**config.mk**
```make
export PLATFORM = sky130hd
export DESIGN_NAME = code_lock_top
export DESIGN_NICKNAME = d
export VERILOG_FILES = /design/src/code_lock_pkg.sv /design/src/keypad_decoder.sv /design/src/lock_config.sv /design/src/code_lock_ctrl.sv /design/src/lockout_timer.sv /design/src/tone_gen.sv /design/src/code_lock_top.sv
export SDC_FILE = /design/constraint.sdc
export NUM_CORES = 1
export LEC_CHECK = 0
export ABC_AREA = 1
export BUFFER_PORTS_ARGS = -buffer_cell sky130_fd_sc_hd__buf_4
export CAP_MARGIN = 10
export CORE_ASPECT_RATIO = 1.1
export CORE_UTILIZATION = 55
export DETAILED_ROUTE_END_ITERATION = 6
export PLACE_DENSITY_LB_ADDON = 0.1
export SYNTH_ARGS = -nofsm -noshare
export SYNTH_HDL_FRONTEND = slang
export SYNTH_HIERARCHICAL = 1
export SYNTH_SLANG_ARGS = --single-unit
```
**constraint.sdc**
```tcl
create_clock -name clk -period 2 [get_ports clk]
set_clock_uncertainty 0.1 [all_clocks]
set_input_delay 0.4 -clock clk [delete_from_list [all_inputs] [get_ports clk]]
set_output_delay 0.4 -clock clk [all_outputs]
set_load 0.02 [all_outputs]
```
**src/code_lock_pkg.sv**
```systemverilog
package code_lock_pkg;

    localparam int KEY_W       = 16;
    localparam int CODE_DIGITS = 3;
    localparam int DIGIT_W     = 4;
    localparam int LOCK_DIGITS = 2;  // seconds field during lockout
    localparam int TRIES_W     = 4;
    localparam int CFG_DATA_W  = CODE_DIGITS * DIGIT_W;

    // key word bit positions, digits sit on bits 0..9
    localparam int KEY_DIGIT_MAX = 9;
    localparam int KEY_ENTER     = 10;
    localparam int KEY_CLEAR     = 11;
    localparam int KEY_LOCK      = 12;

    localparam logic [DIGIT_W-1:0] BLANK_DIGIT = 4'hf;

    localparam logic [CODE_DIGITS-1:0][DIGIT_W-1:0] BLANK_CODE =
        {CODE_DIGITS{BLANK_DIGIT}};
    localparam logic [CODE_DIGITS-1:0][DIGIT_W-1:0] DEFAULT_PASSWORD =
        {4'd2, 4'd4, 4'd6};
    localparam logic [TRIES_W-1:0] DEFAULT_MAX_TRIES = 4'd3;

    // shortened for simulation
    localparam logic [31:0] TICK_DIV = 32'd20;
    localparam logic [LOCK_DIGITS-1:0][DIGIT_W-1:0] LOCKOUT_SECONDS = 8'h05;

    localparam int TONE_W = 8;
    localparam logic [TONE_W-1:0] CLICK_LEN   = 8'd16;
    localparam logic [TONE_W-1:0] CLICK_HALF  = 8'd2;
    localparam logic [TONE_W-1:0] OK_LEN      = 8'd60;
    localparam logic [TONE_W-1:0] OK_HALF     = 8'd1;
    localparam logic [TONE_W-1:0] FAIL_LEN    = 8'd90;
    localparam logic [TONE_W-1:0] FAIL_HALF   = 8'd4;
    localparam logic [TONE_W-1:0] FAIL_GAP_LO = 8'd30;  // silent window start
    localparam logic [TONE_W-1:0] FAIL_GAP_HI = 8'd60;

    localparam logic CFG_ADDR_PASSWORD = 1'b0;
    localparam logic CFG_ADDR_TRIES    = 1'b1;

    typedef enum logic [1:0] {
        KIND_DIGIT,
        KIND_ENTER,
        KIND_CLEAR,
        KIND_LOCK
    } key_kind_t;

    typedef struct packed {
        logic               valid;
        key_kind_t          kind;
        logic [DIGIT_W-1:0] digit;
    } key_event_t;

    typedef enum logic [1:0] {
        TONE_NONE,
        TONE_CLICK,
        TONE_OK,
        TONE_FAIL
    } tone_t;

    typedef enum logic [1:0] {
        MODE_ENTRY,
        MODE_OPEN,
        MODE_LOCKOUT
    } display_mode_t;

    typedef struct packed {
        display_mode_t                         mode;
        logic [CODE_DIGITS-1:0][DIGIT_W-1:0]   digits;  // [2] is leftmost
    } lock_display_t;

endpackage

```
**src/keypad_decoder.sv**
```systemverilog
`timescale 1ns/1ps

module keypad_decoder (
    input  logic                            clk,
    input  logic                            arst_n,
    input  logic [code_lock_pkg::KEY_W-1:0] keys,
    output code_lock_pkg::key_event_t       ev
);
    import code_lock_pkg::*;

    logic [KEY_W-1:0]         keys_q;
    logic [KEY_W-1:0]         keys_prev;
    logic [$clog2(KEY_W)-1:0] key_idx;
    logic                     one_hot;
    logic                     known;
    key_kind_t                kind;

    // position of the set bit, only meaningful when one_hot
    always_comb begin
        key_idx = '0;
        for (int i = 0; i < KEY_W; i++) begin
            if (keys_q[i]) begin
                key_idx = ($clog2(KEY_W))'(i);
            end
        end
    end

    assign one_hot = (keys_q != '0) && ((keys_q & (keys_q - 1'b1)) == '0);

    always_comb begin
        kind  = KIND_DIGIT;
        known = 1'b1;
        if (key_idx == KEY_ENTER) begin
            kind = KIND_ENTER;
        end else if (key_idx == KEY_CLEAR) begin
            kind = KIND_CLEAR;
        end else if (key_idx == KEY_LOCK) begin
            kind = KIND_LOCK;
        end else if (key_idx > KEY_DIGIT_MAX) begin
            known = 1'b0;  // spare keys 13..15
        end
    end

    always_ff @(posedge clk or negedge arst_n) begin
        if (!arst_n) begin
            keys_q    <= '0;
            keys_prev <= '0;
            ev        <= '0;
        end else begin
            keys_q    <= keys;
            keys_prev <= keys_q;
            ev.valid  <= 1'b0;
            if (one_hot && known && (keys_q != keys_prev)) begin
                ev <= '{valid: 1'b1, kind: kind, digit: key_idx};
            end
        end
    end

endmodule

```
**src/lock_config.sv**
```systemverilog
`timescale 1ns/1ps

module lock_config (
    input  logic                                   clk,
    input  logic                                   arst_n,
    input  logic                                   cfg_we,
    input  logic                                   cfg_addr,
    input  logic [code_lock_pkg::CFG_DATA_W-1:0]   cfg_wdata,
    output logic [code_lock_pkg::CODE_DIGITS-1:0][code_lock_pkg::DIGIT_W-1:0] password,
    output logic [code_lock_pkg::TRIES_W-1:0]      max_tries
);
    import code_lock_pkg::*;

    logic [TRIES_W-1:0] tries_wr;

    // a limit of zero would lock out before any try
    assign tries_wr = (cfg_wdata[TRIES_W-1:0] == '0) ? TRIES_W'(1)
                                                     : cfg_wdata[TRIES_W-1:0];

    always_ff @(posedge clk or negedge arst_n) begin
        if (!arst_n) begin
            password  <= DEFAULT_PASSWORD;
            max_tries <= DEFAULT_MAX_TRIES;
        end else if (cfg_we) begin
            if (cfg_addr == CFG_ADDR_PASSWORD) begin
                password <= cfg_wdata;  // three bcd digits, msd first
            end else if (cfg_addr == CFG_ADDR_TRIES) begin
                max_tries <= tries_wr;
            end
        end
    end

endmodule

```
**src/code_lock_ctrl.sv**
```systemverilog
`timescale 1ns/1ps

module code_lock_ctrl (
    input  logic                              clk,
    input  logic                              arst_n,
    input  code_lock_pkg::key_event_t         ev,
    input  logic [code_lock_pkg::CODE_DIGITS-1:0][code_lock_pkg::DIGIT_W-1:0] password,
    input  logic [code_lock_pkg::TRIES_W-1:0] max_tries,
    input  logic [code_lock_pkg::LOCK_DIGITS-1:0][code_lock_pkg::DIGIT_W-1:0] remaining,
    input  logic                              lockout_done,
    output logic                              lockout_start,
    output logic                              tone_req,
    output code_lock_pkg::tone_t              tone_sel,
    output code_lock_pkg::lock_display_t      display,
    output logic                              unlocked,
    output logic                              locked_out
);
    import code_lock_pkg::*;

    display_mode_t                       state_q, state_d;
    logic [CODE_DIGITS-1:0][DIGIT_W-1:0] entry_q, entry_d;
    logic [1:0]                          cnt_q, cnt_d;  // digits entered so far
    logic [TRIES_W-1:0]                  tries_q, tries_d;
    logic [TRIES_W:0]                    tries_inc;
    logic                                start_d;
    logic                                req_d;
    tone_t                               sel_d;

    assign tries_inc = {1'b0, tries_q} + 1'b1;

    always_comb begin
        state_d = state_q;
        entry_d = entry_q;
        cnt_d   = cnt_q;
        tries_d = tries_q;
        start_d = 1'b0;
        req_d   = 1'b0;
        sel_d   = TONE_NONE;
        case (state_q)
            MODE_ENTRY: begin
                if (ev.valid) begin
                    case (ev.kind)
                        KIND_DIGIT: begin
                            if (cnt_q < CODE_DIGITS) begin
                                entry_d = {entry_q[CODE_DIGITS-2:0], ev.digit};  // shift left
                                cnt_d   = cnt_q + 2'd1;
                                req_d   = 1'b1;
                                sel_d   = TONE_CLICK;
                            end
                        end
                        KIND_ENTER: begin
                            if (cnt_q == CODE_DIGITS) begin
                                entry_d = BLANK_CODE;
                                cnt_d   = '0;
                                req_d   = 1'b1;
                                if (entry_q == password) begin
                                    state_d = MODE_OPEN;
                                    sel_d   = TONE_OK;
                                    tries_d = '0;
                                end else begin
                                    sel_d = TONE_FAIL;
                                    if (tries_inc >= {1'b0, max_tries}) begin
                                        state_d = MODE_LOCKOUT;
                                        start_d = 1'b1;
                                        tries_d = '0;
                                    end else begin
                                        tries_d = tries_inc[TRIES_W-1:0];
                                    end
                                end
                            end
                        end
                        default: begin  // clear and lock both blank the entry
                            entry_d = BLANK_CODE;
                            cnt_d   = '0;
                        end
                    endcase
                end
            end
            MODE_OPEN: begin
                if (ev.valid && (ev.kind == KIND_LOCK)) begin
                    state_d = MODE_ENTRY;
                end
            end
            MODE_LOCKOUT: begin
                if (lockout_done) begin
                    state_d = MODE_ENTRY;  // keys stay dropped until here
                end
            end
            default: state_d = MODE_ENTRY;
        endcase
    end

    always_ff @(posedge clk or negedge arst_n) begin
        if (!arst_n) begin
            state_q       <= MODE_ENTRY;
            entry_q       <= BLANK_CODE;
            cnt_q         <= '0;
            tries_q       <= '0;
            lockout_start <= 1'b0;
            tone_req      <= 1'b0;
        end else begin
            state_q       <= state_d;
            entry_q       <= entry_d;
            cnt_q         <= cnt_d;
            tries_q       <= tries_d;
            lockout_start <= start_d;
            tone_req      <= req_d;
        end
    end

    always_ff @(posedge clk) begin
        if (req_d) begin
            tone_sel <= sel_d;
        end
    end

    always_comb begin
        display.mode = state_q;
        case (state_q)
            MODE_OPEN:    display.digits = '0;
            MODE_LOCKOUT: display.digits = {{((CODE_DIGITS-LOCK_DIGITS)*DIGIT_W){1'b0}},
                                            remaining};
            default:      display.digits = entry_q;
        endcase
    end

    assign unlocked   = (state_q == MODE_OPEN);
    assign locked_out = (state_q == MODE_LOCKOUT);

endmodule

```
**src/lockout_timer.sv**
```systemverilog
`timescale 1ns/1ps

module lockout_timer (
    input  logic clk,
    input  logic arst_n,
    input  logic start,
    output logic [code_lock_pkg::LOCK_DIGITS-1:0][code_lock_pkg::DIGIT_W-1:0] remaining,
    output logic done
);
    import code_lock_pkg::*;

    logic [31:0] pre_cnt;
    logic        running;
    logic        tick;

    assign tick = running && (pre_cnt == TICK_DIV - 1);

    always_ff @(posedge clk or negedge arst_n) begin
        if (!arst_n) begin
            running   <= 1'b0;
            pre_cnt   <= '0;
            remaining <= '0;
            done      <= 1'b0;
        end else begin
            done <= 1'b0;
            if (start) begin
                running   <= 1'b1;
                pre_cnt   <= 32'd1;  // start cycle counts toward the first second
                remaining <= LOCKOUT_SECONDS;
            end else if (tick) begin
                pre_cnt <= '0;
                if (remaining[0] == '0) begin
                    remaining[1] <= remaining[1] - 1'b1;  // borrow from tens
                    remaining[0] <= 4'd9;
                end else begin
                    remaining[0] <= remaining[0] - 1'b1;
                end
                if (remaining == 8'h01) begin
                    running <= 1'b0;
                    done    <= 1'b1;  // last second gone
                end
            end else if (running) begin
                pre_cnt <= pre_cnt + 1'b1;
            end
        end
    end

endmodule

```
**src/tone_gen.sv**
```systemverilog
`timescale 1ns/1ps

module tone_gen (
    input  logic                 clk,
    input  logic                 arst_n,
    input  logic                 tone_req,
    input  code_lock_pkg::tone_t tone_sel,
    output logic                 buzzer
);
    import code_lock_pkg::*;

    tone_t             sel_q;
    logic              active;
    logic              wave;
    logic              in_gap;
    logic [TONE_W-1:0] dur_cnt;
    logic [TONE_W-1:0] half_cnt;
    logic [TONE_W-1:0] len;
    logic [TONE_W-1:0] half;

    // pattern table
    always_comb begin
        case (sel_q)
            TONE_CLICK: begin
                len  = CLICK_LEN;
                half = CLICK_HALF;
            end
            TONE_OK: begin
                len  = OK_LEN;
                half = OK_HALF;
            end
            TONE_FAIL: begin
                len  = FAIL_LEN;
                half = FAIL_HALF;
            end
            default: begin
                len  = '1;
                half = '1;
            end
        endcase
    end

    assign in_gap = (sel_q == TONE_FAIL) && (dur_cnt >= FAIL_GAP_LO) && (dur_cnt < FAIL_GAP_HI);
    assign buzzer = active && wave && !in_gap;

    always_ff @(posedge clk or negedge arst_n) begin
        if (!arst_n) begin
            active <= 1'b0;
            wave   <= 1'b0;
        end else if (tone_req) begin
            active <= (tone_sel != TONE_NONE);  // restart on every request
            wave   <= (tone_sel != TONE_NONE);
        end else if (active) begin
            if (dur_cnt == len - 1'b1) begin
                active <= 1'b0;
                wave   <= 1'b0;
            end else if (half_cnt == half - 1'b1) begin
                wave <= ~wave;
            end
        end
    end

    always_ff @(posedge clk) begin
        if (tone_req) begin
            sel_q    <= tone_sel;
            dur_cnt  <= '0;
            half_cnt <= '0;
        end else if (active) begin
            dur_cnt  <= dur_cnt + 1'b1;
            half_cnt <= (half_cnt == half - 1'b1) ? '0 : half_cnt + 1'b1;
        end
    end

endmodule

```
**src/code_lock_top.sv**
```systemverilog
`timescale 1ns/1ps

module code_lock_top (
    input  logic                                 clk,
    input  logic                                 arst_n,
    input  logic [code_lock_pkg::KEY_W-1:0]      keys,
    input  logic                                 cfg_we,
    input  logic                                 cfg_addr,
    input  logic [code_lock_pkg::CFG_DATA_W-1:0] cfg_wdata,
    output code_lock_pkg::lock_display_t         display,
    output logic                                 unlocked,
    output logic                                 locked_out,
    output logic                                 buzzer
);
    import code_lock_pkg::*;

    key_event_t                          ev;
    logic [CODE_DIGITS-1:0][DIGIT_W-1:0] password;
    logic [TRIES_W-1:0]                  max_tries;
    logic [LOCK_DIGITS-1:0][DIGIT_W-1:0] remaining;
    logic                                lockout_start;
    logic                                lockout_done;
    logic                                tone_req;
    tone_t                               tone_sel;

    keypad_decoder keypad_decoder_inst (
        .clk    (clk),
        .arst_n (arst_n),
        .keys   (keys),
        .ev     (ev)
    );

    lock_config lock_config_inst (
        .clk       (clk),
        .arst_n    (arst_n),
        .cfg_we    (cfg_we),
        .cfg_addr  (cfg_addr),
        .cfg_wdata (cfg_wdata),
        .password  (password),
        .max_tries (max_tries)
    );

    code_lock_ctrl code_lock_ctrl_inst (
        .clk           (clk),
        .arst_n        (arst_n),
        .ev            (ev),
        .password      (password),
        .max_tries     (max_tries),
        .remaining     (remaining),
        .lockout_done  (lockout_done),
        .lockout_start (lockout_start),
        .tone_req      (tone_req),
        .tone_sel      (tone_sel),
        .display       (display),
        .unlocked      (unlocked),
        .locked_out    (locked_out)
    );

    lockout_timer lockout_timer_inst (
        .clk       (clk),
        .arst_n    (arst_n),
        .start     (lockout_start),
        .remaining (remaining),
        .done      (lockout_done)
    );

    tone_gen tone_gen_inst (
        .clk      (clk),
        .arst_n   (arst_n),
        .tone_req (tone_req),
        .tone_sel (tone_sel),
        .buzzer   (buzzer)
    );

endmodule

```
# Word-level counts from Yosys, hierarchy flattened
# Cells that the tools add are included.
op_classes:
  add_sub_neg: 10
  order_cmp: 5
  n_eq_ne: 25
  muxes: 79
  n_bitwise: 3
  n_reduce_logical: 32
op_table:
  columns: ["op", "n"]
  rows:
  - ["$mux 32", 3]
  - ["$mux 4", 19]
  - ["$pmux 12 s2", 2]
  - ["$pmux 8 s3", 2]
  - ["$add 32x1->32 const B", 1]
  - ["$eq 32x5->1 const B", 1]
  - ["$mux 1", 30]
  - ["$mux 2", 13]
  - ["$mux 12", 2]
  - ["$mux 8", 3]
  - ["$add 8x1->8 const B", 2]
  - ["$and 16x16->16", 1]
  - ["$eq 8x8->1", 2]
  - ["$logic_not 16->1", 1]
  - ["$ne 16x16->1", 1]
  - ["$reduce_bool 16->1", 1]
  - ["$sub 16x1->16 const B", 1]
  - ["$sub 8x1->8 const B", 2]
  - ["$eq 12x12->1", 1]
  - ["$eq 4x4->1 const B", 3]
  - ["$reduce_and 2->1", 6]
  - ["$eq 2x2->1 const B", 5]
  - ["$ne 2x1->1 const B", 5]
  - ["$reduce_bool 2->1", 5]
  - ["other kinds (24)", 42]
totals:
  reg_bits: 141
  in_bits: 32
  out_inout_bits: 17

# Longest topological paths before layout
# Gate-level depths: netlist (run 1).
depth:
  depth_word: 23
  depth_mapped: 17
  ltp_nobuf: 17

# Hierarchy
# Netlist (run 1), hierarchy kept.
by_module_without_submodules:
  columns: ["module", "n_inst", "cells_per_inst", "area_each_um2"]
  rows:
  - ["lockout_timer", 1, 384, 2633.8]
  - ["code_lock_ctrl", 1, 211, 1619.1]
  - ["keypad_decoder", 1, 157, 1607.8]
  - ["tone_gen", 1, 166, 1211.2]
  - ["lock_config", 1, 67, 648.1]

# Least setup slack after synthesis (run 1)
# No wires, ideal clock.
synth_timing:
  path_kind: "reg-to-output"
  start: "register code_lock_ctrl_inst.state_q[0]"
  end: "output display[3] in the netlist's numbering"
  t_arrival_ns: 1.551
  required_time_ns: 1.500
  setup_slack_ns: -0.051
  path_stages_with_launch: 5
  n_path_buf: 1
  cell_sequence: "dfrtp_1 > inv_1 > ha_1 > clkbuf_1 > o21ai_0"
synth_lines:
  columns: ["item", "line_no", "source"]
  rows:
  - ["start: declaration", "code_lock_ctrl.sv:20", "display_mode_t state_q, state_d;"]
  - ["start signal: assignment", "code_lock_ctrl.sv:102", "state_q <= state_d;"]
  - ["end: declaration", "code_lock_top.sv:10", "output code_lock_pkg::lock_display_t display,"]

==> flow_summary.yaml, run 1 <==
grt:
  antenna_found_initial: 0
  grt_pass1_vias: 6215
  grt_max_degree: 39
  grt_overflow_total: 0
  grt_use_total_pct: 24.8
  grt_pass1_wl_um: 28400
timing:
  relSlewSlack_pct: 64.5
  finalCritPeriodShare_pct: 108
  timing_hold_violations_final: 0
  max_clock_freq_ghz: 0.463
  finalWorstSetupSlack_ns: -0.160
  finalMaxSlewViolations: 0
  finalSetupViolCount: 17
  holdWs_ns: 0.100
  rsz0062_at_grt: "true"
  fin_crit_ns: 2.16
  tightest_slew_ns: 0.533
synth:
  synthCells: 985
  synth.area.top_cells: "dfrtp_1 (33%), nand2_1 (12%), nor2_1 (6.2%)"
  synth.most_common_cell: "nand2_1"
  synth.avg_cell_area_um2: 7.84
  synth_top_area_cell: "dfrtp_1"
  synth_top_family_by_area: "simple AND/OR/NAND/NOR gates"
  ys_warn_count: 6
  synth-seq-area-share_pct: 45.2
  synth-adder-area-share_pct: 3.08
  synth_top_area_share_pct: 33.4
  synth_xor_area_share_pct: 4.76
  synth_area_um2: 7720
  synth_compound_area_share_pct: 6.76
  ys.flop_type: "dfrtp_1"
  synth_edf_count: 4
  synthSimpleGateAreaFrac_pct: 32.4
  synth_top_cells_by_count: "nand2_1 (247), nor2_1 (128), inv_1 (114)"
  syn-num-nets: 1036
  ys_async_sr_fraction_pct: 85.8
  synthMuxAreaShare_pct: 0.130
  ys_ff_latch: 141
  synth_cell_types: 46
die:
  core-area_um2: 13700
  ios: 49
  rows: 45
  initial_core_util_pct: 56.2
  die_y_um: 126
  die_w_um: 115
  die_area_um2: 14500
routing:
  antenna_left: 0
  dr_total_vias: 6542
  wire_per_inst_um: 13.3
  drt_iter0_drc: 356
  routed_wl_um: 17200
  drtPass1Iterations: 5
  drc: 0
  viasPerCell: 5.06
critical_path:
  r2r-start: "code_lock_ctrl_inst/tries_q[1]"
  rrSetupSlack_ns: -0.08
  path_cells: "inv_2 > ha_4 > clkbuf_16 > nand3_4 > o21ai_4 > buf_6"
  startpoint: "code_lock_ctrl_inst/state_q[1]"
  critPathArrivalTime_ns: 1.66
  crit_fanout: 5
  critPathSlowestCell: "dfrtp_1"
  crit_path_end_kind: "primary output"
  reg2regPathDepth: 12
  cp-start-kind: "flop"
  endpoint: "display[3]"
  crit_type: "reg -> out"
  cpPeakStageDelay_ns: 0.38
  r2r_end: "code_lock_ctrl_inst/state_q[0]"
  worst_ep_required_time_ns: 1.50
finish:
  diodes: 0
  area_growth_pct: 24.8
  fillers: 1101
  multi_input_area_um2: 3920
  layout.nets: 1142
  design_area_um2: 9630
  drive_gt1_share_pct: 23.1
  seqCellArea_um2: 3500
place:
  dpl.hpwl_um: 12100
  portBuffers: 48
  place.gp.congestion: 0.902
  placed_area_um2: 8410
power:
  irDropWorstVdd_mv: 0.580
  powerDensity_nw_per_um2: 671
  finalPower_mw: 6.46
  power_leakage_nw: 4.60
clock_network:
  clk_pin_slew_ns: 0.07
  cts_max_level: 4
  cts_max_path_buffers: 2
  cts_sinks: 141
  numCtsBuffers: 17
  cts_root_buf: "clkbuf_16"
  clk_latency_ns: 0.43
  cts_tree: "done"
run_status:
  outcome: "complete, but fails checks"
  violations: "negative setup slack"
hold_path:
  hold_depth: 3
  hold_path_class: "in -> reg"
  min-delay-start: "cfg_wdata[6]"
job:
  max_cap_violations: 0
[metrics by stage]
stage,util (%),cells,TNS [ns],setup slack (ns)
global placement,61.2,1229,-0.0172,-0.0115
finish,70.1,1292,-1.82,-0.160
global route,70.1,1292,-3.32,-0.239
CTS,68.5,1287,-1.63,-0.171
detailed placement,61.2,1229,-0.207,-0.0833
floorplan,-,985,-0.359,-0.0513
[flip-flops by register name (all words and copies together), names as in the netlist, 2 cells and up]
| signal | flops |
|---|---|
| code_lock_ctrl_inst/cnt_q | 2 |
| code_lock_ctrl_inst/entry_q | 12 |
| code_lock_ctrl_inst/state_q | 2 |
| code_lock_ctrl_inst/tone_sel | 2 |
| code_lock_ctrl_inst/tries_q | 4 |
| keypad_decoder_inst/ev | 7 |
| keypad_decoder_inst/keys_prev | 16 |
| keypad_decoder_inst/keys_q | 16 |
| lock_config_inst/max_tries | 4 |
| lock_config_inst/password | 12 |
| lockout_timer_inst/pre_cnt | 32 |
| lockout_timer_inst/remaining | 8 |
| tone_gen_inst/dur_cnt | 8 |
| tone_gen_inst/half_cnt | 8 |
| tone_gen_inst/sel_q | 2 |
[power breakdown]
group          switching, mW  leakage [nW]  total [mW]  internal [mW]
clock                   1.36         0.281        3.02           1.66
combinational          0.226          2.61       0.417          0.191
sequential            0.0708          1.71        3.02           2.95
[critical path, delay by kind of cell, from the launching register on]
family / cells / cell delay, ns
DFF: 1 / 0.38
adders and majority gates: 1 / 0.34
buffers and inverters: 3 / 0.37
and+or+nand+nor: 1 / 0.07
AOI/OAI and AO/OA: 1 / 0.08
[metal layers]
layer  up-vias  GRT usage, %  share of wire, %
li1       3339             -                 -
met1      3017          31.6                45
met2       147          41.4                49
met3        39          5.34               3.8
met4         0          8.94               2.5
met5         -             0                 0
[cell usage in the layout, fill, tap and decap left out, types with 14 or more instances in the layout]
master,netlist,final
a21oi_1,20,19
buf_4,1,63
buf_6,6,14
clkbuf_16,0,18
dfrtp_1,103,101
dfstp_2,18,18
dlygate4sd3_1,0,17
inv_1,114,108
inv_2,15,21
nand2_1,247,246
nand2_2,15,16
nand3_1,72,65
nand4_1,18,18
nor2_1,128,122
nor2_4,14,21
nor3_1,20,19
o21ai_0,45,34
xnor2_1,27,27
[kinds of logic after synthesis]
group | count (synthesis)
and+or+nand+nor | 545
adders and majority gates | 19
DFF | 141
muxes | 1
AOI/OAI and AO/OA | 93
xor gates and xnor gates | 42
buffers and inverters | 144
[area by class of cell]
class                      count  area share [%]
timing repair buffer          99            9.48
tap                          188            2.44
inverter                     131            5.11
multi-input combinational    701            40.7
sequential                   141            36.3
clock buffer                  17            4.42
clock inverter                15            1.48
[worst min path at each step]
stage / to / slack (ns)
4_1_cts: lock_config_inst/password[6] / 0.09
5_1_grt: lock_config_inst/password[6] / 0.1
3_5_place_dp: keypad_decoder_inst/keys_prev[6] / 0.31
2_1_floorplan: code_lock_ctrl_inst/cnt_q[0] / 0.004
3_3_place_gp: keypad_decoder_inst/keys_prev[6] / 0.30
6_report: lock_config_inst/password[6] / 0.10
[timing repair]
action,CTS,global route
pin swaps,6,12
buffers inserted,8,3
gates resized for setup,54,41
hold buffers,17,0
endpoints found under the setup margin,20,47
endpoints found under the hold margin,36,0
cloned,1,2
Power figures use the tool's default switching activity.
==> run 2, diff against run 1 <==
CORE_ASPECT_RATIO = 1.4   (was 1.1)
==> run 2 against run 1 <==
Net effect:
- first-iteration DRC count fell by 38%
- combinational power increased by 3%
- sequential cell count is the same
- wire length up 3.3%
- fmax is 1.1% lower
- critical endpoint is now display[0]
- setup slack got worse by 0.025 ns
- via count is 2.0% higher
- the flow still finishes with violations (negative setup slack)
- register-to-register slack improved by 0.04 ns
==> flow_summary.yaml, run 2 (synthesis gave the netlist of run 1 again) <==
finish:
  most-common-layout-cells: "nand2_1 (244), nor2_1 (121), inv_1 (108), dfrtp_1 (97), buf_4 (68)"
  finish.utilization_pct: 72.5
  max_flop_register: "lockout_timer_inst/pre_cnt"
  reg_top3: "lockout_timer_inst/pre_cnt (32), keypad_decoder_inst/keys_prev (16), keypad_decoder_inst/keys_q (16)"
  drive_gt1_share_pct: 25.0
  largest_register_ffs: 32
  diodes: 0
  area_growth_pct: 27.0
  final_common_cell: "nand2_1"
  layout.nets: 1150
die:
  die_w_um: 102
  die_y_um: 142
  ios: 49
  die_area_um2: 14500
  rows: 50
  initial_core_util_pct: 57.1
  core-area_um2: 13500
grt:
  grt_max_degree: 40
  grt_pass1_vias: 6395
  grt_pass1_wl_um: 28900
  grt_use_total_pct: 25.8
  antenna_found_initial: 0
  grt_overflow_total: 0
timing:
  fin_crit_ns: 2.18
  finalSetupViolCount: 18
  finalWorstSetupSlack_ns: -0.185
  relSlewSlack_pct: 72.1
  finalMaxSlewViolations: 0
  fin_setup_tns_ns: -2.02
  timing_hold_violations_final: 0
  finalCritPeriodShare_pct: 109
  rsz0062_at_grt: "true"
  max_clock_freq_ghz: 0.458
  tightest_slew_ns: 0.418
  holdWs_ns: 0.0904
critical_path:
  rrSetupSlack_ns: -0.04
  r2r-start: "code_lock_ctrl_inst/tries_q[0]"
  startpoint: "code_lock_ctrl_inst/state_q[1]"
  worst_ep_required_time_ns: 1.50
  crit_fanout: 5
  path_cells: "inv_2 > ha_4 > clkbuf_16 > nand3_4 > o21ai_4 > buf_6"
  critPathSlowestCell: "dfrtp_1"
  endpoint: "display[0]"
  reg2regPathDepth: 12
  cp-start-kind: "flop"
  cpPeakStageDelay_ns: 0.39
  crit_type: "reg -> out"
  critPathArrivalTime_ns: 1.68
  crit_path_end_kind: "primary output"
  r2r_end: "code_lock_ctrl_inst/state_q[1]"
routing:
  routed_wl_um: 17800
  viasPerCell: 5.16
  drtPass1Iterations: 5
  wire_per_inst_um: 13.8
  drt_iter0_drc: 219
  antenna_left: 0
  drc: 0
  dr_total_vias: 6672
place:
  place.gp.congestion: 0.887
  portBuffers: 48
  dpl.hpwl_um: 12200
clock_network:
  cts_root_buf: "clkbuf_16"
  cts_sinks: 141
  cts_max_level: 4
  cts_tree: "done"
  numCtsBuffers: 17
  clk_pin_slew_ns: 0.07
  cts_max_path_buffers: 2
  clk_latency_ns: 0.43
job:
  max_cap_violations: 0
power:
  powerDensity_nw_per_um2: 663
  power_leakage_nw: 4.63
  finalPower_mw: 6.49
  irDropWorstVdd_mv: 0.672
run_status:
  outcome: "complete, but fails checks"
  violations: "negative setup slack"
hold_path:
  hold_path_class: "in -> reg"
## run 2: changes by cell type in the layout (fill, tap and decap cells not counted), moves of 4 or more
| cell | previous run | this run |
|---|---|---|
| buf_4 | 63 | 68 |
| dfrtp_1 | 101 | 97 |
| o21ai_2 | 10 | 6 |
| nand3_2 | 11 | 15 |
| nand3_1 | 65 | 60 |
| dfrtp_2 | 2 | 6 |
| ha_1 | 12 | 8 |
## run 2: how the worst min path moves through the flow
stage	startpoint	to	slack [ns]	depth (start not counted)
after detailed placement	arst_n	lockout_timer_inst/pre_cnt[14]	0.21	1
after global placement	arst_n	lockout_timer_inst/pre_cnt[14]	0.21	1
after global routing	cfg_wdata[9]	lock_config_inst/password[9]	0.09	3
final	cfg_wdata[6]	lock_config_inst/password[6]	0.09	3
after CTS	cfg_wdata[6]	lock_config_inst/password[6]	0.08	3
after floorplan	arst_n	code_lock_ctrl_inst/cnt_q[0]	0.004	0
## run 2: power breakdown
part / leakage, nW / internal, mW / switching (mW)
registers: 1.70 / 2.95 / 0.0725
clock network: 0.282 / 1.66 / 1.39
logic: 2.65 / 0.195 / 0.234
## run 2: metrics by stage
step / setup WS (ns) / std cells / area [um^2]
final: -0.185 / 1294 / 9800
after global routing: -0.249 / 1294 / 9800
after CTS: -0.181 / 1283 / 9400
after detailed placement: -0.0782 / 1227 / 8430
after global placement: -0.0000978 / 1227 / 8430
after floorplan: -0.0513 / 985 / 7720
## run 2: final cells by class
cell class | instances | area [um^2]
clock inverter | 15 | 146
sequential | 141 | 3500
fill | 1055 | 3710
tap | 182 | 228
clock buffer | 17 | 425
timing repair buffer | 107 | 997
multi-input combinational | 701 | 4010
inverter | 131 | 492
## run 2: layer usage
layer | vias up | global-route usage [%] | routed length, um
li1 | 3371 | - | -
met1 | 3119 | 29.7 | 7220
met2 | 143 | 45.1 | 9470
met3 | 39 | 5.65 | 601
met4 | 0 | 12.0 | 529
met5 | - | 0 | 0
## run 2: what timing repair did
action,CTS,global route
cloned,1,2
resized for setup,48,66
hold buffers,17,0
endpoints found under the setup margin,20,35
hold endpoints to repair,30,0
buffers inserted,6,9
pin swaps,10,15
## run 2: critical path, delay by kind of cell, from the launching register on
| family | cells | cell delay, ns |
|---|---|---|
| buffers and inverters | 3 | 0.38 |
| adder cells (fa/ha/maj) | 1 | 0.34 |
| AND/OR/NAND/NOR | 1 | 0.08 |
| AO/OA/AOI/OAI | 1 | 0.07 |
| flip-flops | 1 | 0.39 |
==> run 3, diff against run 2 <==
SYNTH_HIERARCHICAL = default   (was 1)
==> run 3 against run 2 <==
Net effect:
- the run still ends with negative setup slack left
- final area grew 0.17%
- register-to-register slack lost 0.11 ns
- global-route usage shrank 0.24 points
- via count shrank 4.5%
- worst hold slack gained 0.016 ns
- core utilization grew 6.8 points
- synthesized cell count shrank 17%
- power grew 2.9%
- clock power grew 8.6%
- highest routed layer unchanged
==> flow_summary.yaml, run 3 <==
die:
  initial_core_util_pct: 56.6
  rows: 48
  ios: 49
  die_area_um2: 13200
  die_w_um: 97.4
  core-area_um2: 12400
  die_y_um: 136
synth:
  ys_async_sr_fraction_pct: 85.8
  synth_top_area_cell: "dfrtp_1"
  synth_top_area_share_pct: 36.8
  synth_compound_area_share_pct: 11.2
  synth.area.top_cells: "dfrtp_1 (37%), nand2_1 (7.2%), inv_1 (6.8%)"
  synth.most_common_cell: "nand2_1"
  synth_area_um2: 7000
  synth.avg_cell_area_um2: 8.56
  synth-adder-area-share_pct: 3.57
  ys_ff_latch: 141
  ys_warn_count: 0
  synthMuxAreaShare_pct: 1.45
  synth_top_family_by_area: "simple AND/OR/NAND/NOR gates"
  synth_top_cells_by_count: "nand2_1 (134), inv_1 (127), dfrtp_1 (103)"
  synth_xor_area_share_pct: 5.38
  synth_edf_count: 4
  syn-num-nets: 870
  synth_cell_types: 46
  ys.flop_type: "dfrtp_1"
  synth-seq-area-share_pct: 49.8
  synthSimpleGateAreaFrac_pct: 21.0
  synthCells: 818
finish:
  largest_register_ffs: 32
  drive_gt1_share_pct: 33.1
  seqCellArea_um2: 3500
  max_flop_register: "lockout_timer_inst.pre_cnt"
  diodes: 0
  final_common_cell: "nand2_1"
  layout.nets: 1029
  most-common-layout-cells: "nand2_1 (123), inv_1 (121), dfrtp_1 (101), buf_4 (100), nor2_1 (67)"
  area_growth_pct: 40.2
  multi_input_area_um2: 3620
  fillers: 757
  reg_top3: "lockout_timer_inst.pre_cnt (32), keypad_decoder_inst.keys_prev (16), keypad_decoder_inst.keys_q (16)"
run_status:
  violations: "negative setup slack"
  outcome: "complete, but fails checks"
place:
  place.gp.congestion: 0.893
  dpl.hpwl_um: 11100
  portBuffers: 48
  place_ws_ns: -0.174
timing:
  relSlewSlack_pct: 62.4
  finalMaxSlewViolations: 0
  rsz0062_at_grt: "true"
  finalSetupViolCount: 54
  timing_hold_violations_final: 0
  max_clock_freq_ghz: 0.455
  finalWorstSetupSlack_ns: -0.197
  fin_crit_ns: 2.20
  tightest_slew_ns: 0.562
  finalCritPeriodShare_pct: 110
grt:
  grt_overflow_total: 0
  grt_use_total_pct: 25.6
  antenna_found_initial: 0
  grt_pass1_vias: 6041
  grt_pass1_wl_um: 27000
  grt_max_degree: 57
routing:
  drt_iter0_drc: 305
  viasPerCell: 5.59
  wire_per_inst_um: 16.1
  antenna_left: 0
  routed_wl_um: 18400
  drtPass1Iterations: 5
  drc: 0
  dr_total_vias: 6372
critical_path:
  worst_ep_required_time_ns: 1.50
  reg2regPathDepth: 9
  r2r-start: "lockout_timer_inst.pre_cnt[17]"
  crit_fanout: 7
  critPathArrivalTime_ns: 1.70
  r2r_end: "lockout_timer_inst.pre_cnt[20]"
  startpoint: "code_lock_ctrl_inst.state_q[0]"
  path_cells: "inv_2 > ha_4 > buf_12 > o22ai_4 > buf_6"
  cpPeakStageDelay_ns: 0.39
  crit_path_end_kind: "primary output"
  crit_type: "reg -> out"
  endpoint: "display[0]"
  rrSetupSlack_ns: -0.15
  critPathSlowestCell: "dfrtp_1"
  cp-start-kind: "flop"
hold_path:
  hold_path_class: "in -> reg"
power:
  power_leakage_nw: 4.66
  finalPower_mw: 6.68
  powerDensity_nw_per_um2: 681
  irDropWorstVdd_mv: 0.519
clock_network:
  cts_root_buf: "clkbuf_16"
  cts_tree: "done"
  clk_latency_ns: 0.42
  cts_sinks: 141
  cts_max_level: 4
  cts_max_path_buffers: 2
  numCtsBuffers: 17
  clk_pin_slew_ns: 0.06
job:
  max_cap_violations: 0
## run 3: cell type report
class | instances | area share (%)
inverter | 132 | 5.20
sequential | 141 | 35.6
clock buffer | 21 | 4.70
multi-input combinational | 537 | 36.9
clock inverter | 11 | 1.57
timing repair buffer | 148 | 14.1
tap | 150 | 1.91
## run 3: logic make-up after synthesis
| kind of cell | count (synthesis) |
|---|---|
| buffers and inverters | 140 |
| DFF | 141 |
| muxes | 9 |
| AOI/OAI and AO/OA | 140 |
| and+or+nand+nor | 325 |
| adders and majority gates | 20 |
| xor gates and xnor gates | 43 |
## run 3: routing by layer
layer / vias up / part of all wire, % / GRT usage, %
met3: 59 / 4.2 / 4.75
met4: 0 / 3.9 / 11.9
li1: 3002 / - / -
met5: - / 0 / 0
met2: 215 / 53 / 46.6
met1: 3096 / 39 / 28.9
## run 3: power breakdown
group	internal (mW)	switching, mW	total, mW
logic	0.181	0.189	0.370
clock network	2.05	1.25	3.30
registers	2.95	0.0594	3.01
total	5.18	1.50	6.68
## run 3: how the worst min path moves through the flow
stage	from	endpoint	slack [ns]	cells past startpoint
2_1_floorplan	arst_n	code_lock_ctrl_inst.cnt_q[0]	0.004	0
3_3_place_gp	arst_n	lock_config_inst.password[8]	0.27	1
3_5_place_dp	arst_n	lock_config_inst.password[8]	0.27	1
4_1_cts	cfg_wdata[7]	lock_config_inst.password[7]	0.11	2
5_1_grt	cfg_wdata[7]	lock_config_inst.password[7]	0.1	2
6_report	cfg_wdata[7]	lock_config_inst.password[7]	0.11	2
## run 3: what timing repair did
| action | CTS | global route |
|---|---|---|
| endpoints found under the hold margin | 28 | 0 |
| pin swaps | 15 | 45 |
| buffers inserted | 4 | 20 |
| setup endpoints to repair | 42 | 69 |
| hold buffers | 17 | 0 |
| cloned | 1 | 2 |
| resized for setup | 57 | 143 |
## run 3: through the flow
step / hold slack [ns] / util, % / cells / cell area [um^2] / TNS (ns)
after floorplan: 0.00441 / - / 818 / 7000 / 0
after global placement: 0.275 / 64.5 / 1064 / 7980 / -0.0231
after detailed placement: 0.268 / 64.5 / 1064 / 7980 / -1.20
after CTS: 0.105 / 73.0 / 1118 / 9030 / -1.46
after global routing: 0.0980 / 79.3 / 1140 / 9820 / -12.43
final: 0.107 / 79.3 / 1140 / 9820 / -5.42
## run 3: worst max-delay path, delay by kind of cell (launching register included)
family                     cells  cell delay (ns)
buffers and inverters          3             0.44
AOI/OAI and AO/OA              1             0.19
DFF                            1             0.39
adders and majority gates      1             0.26
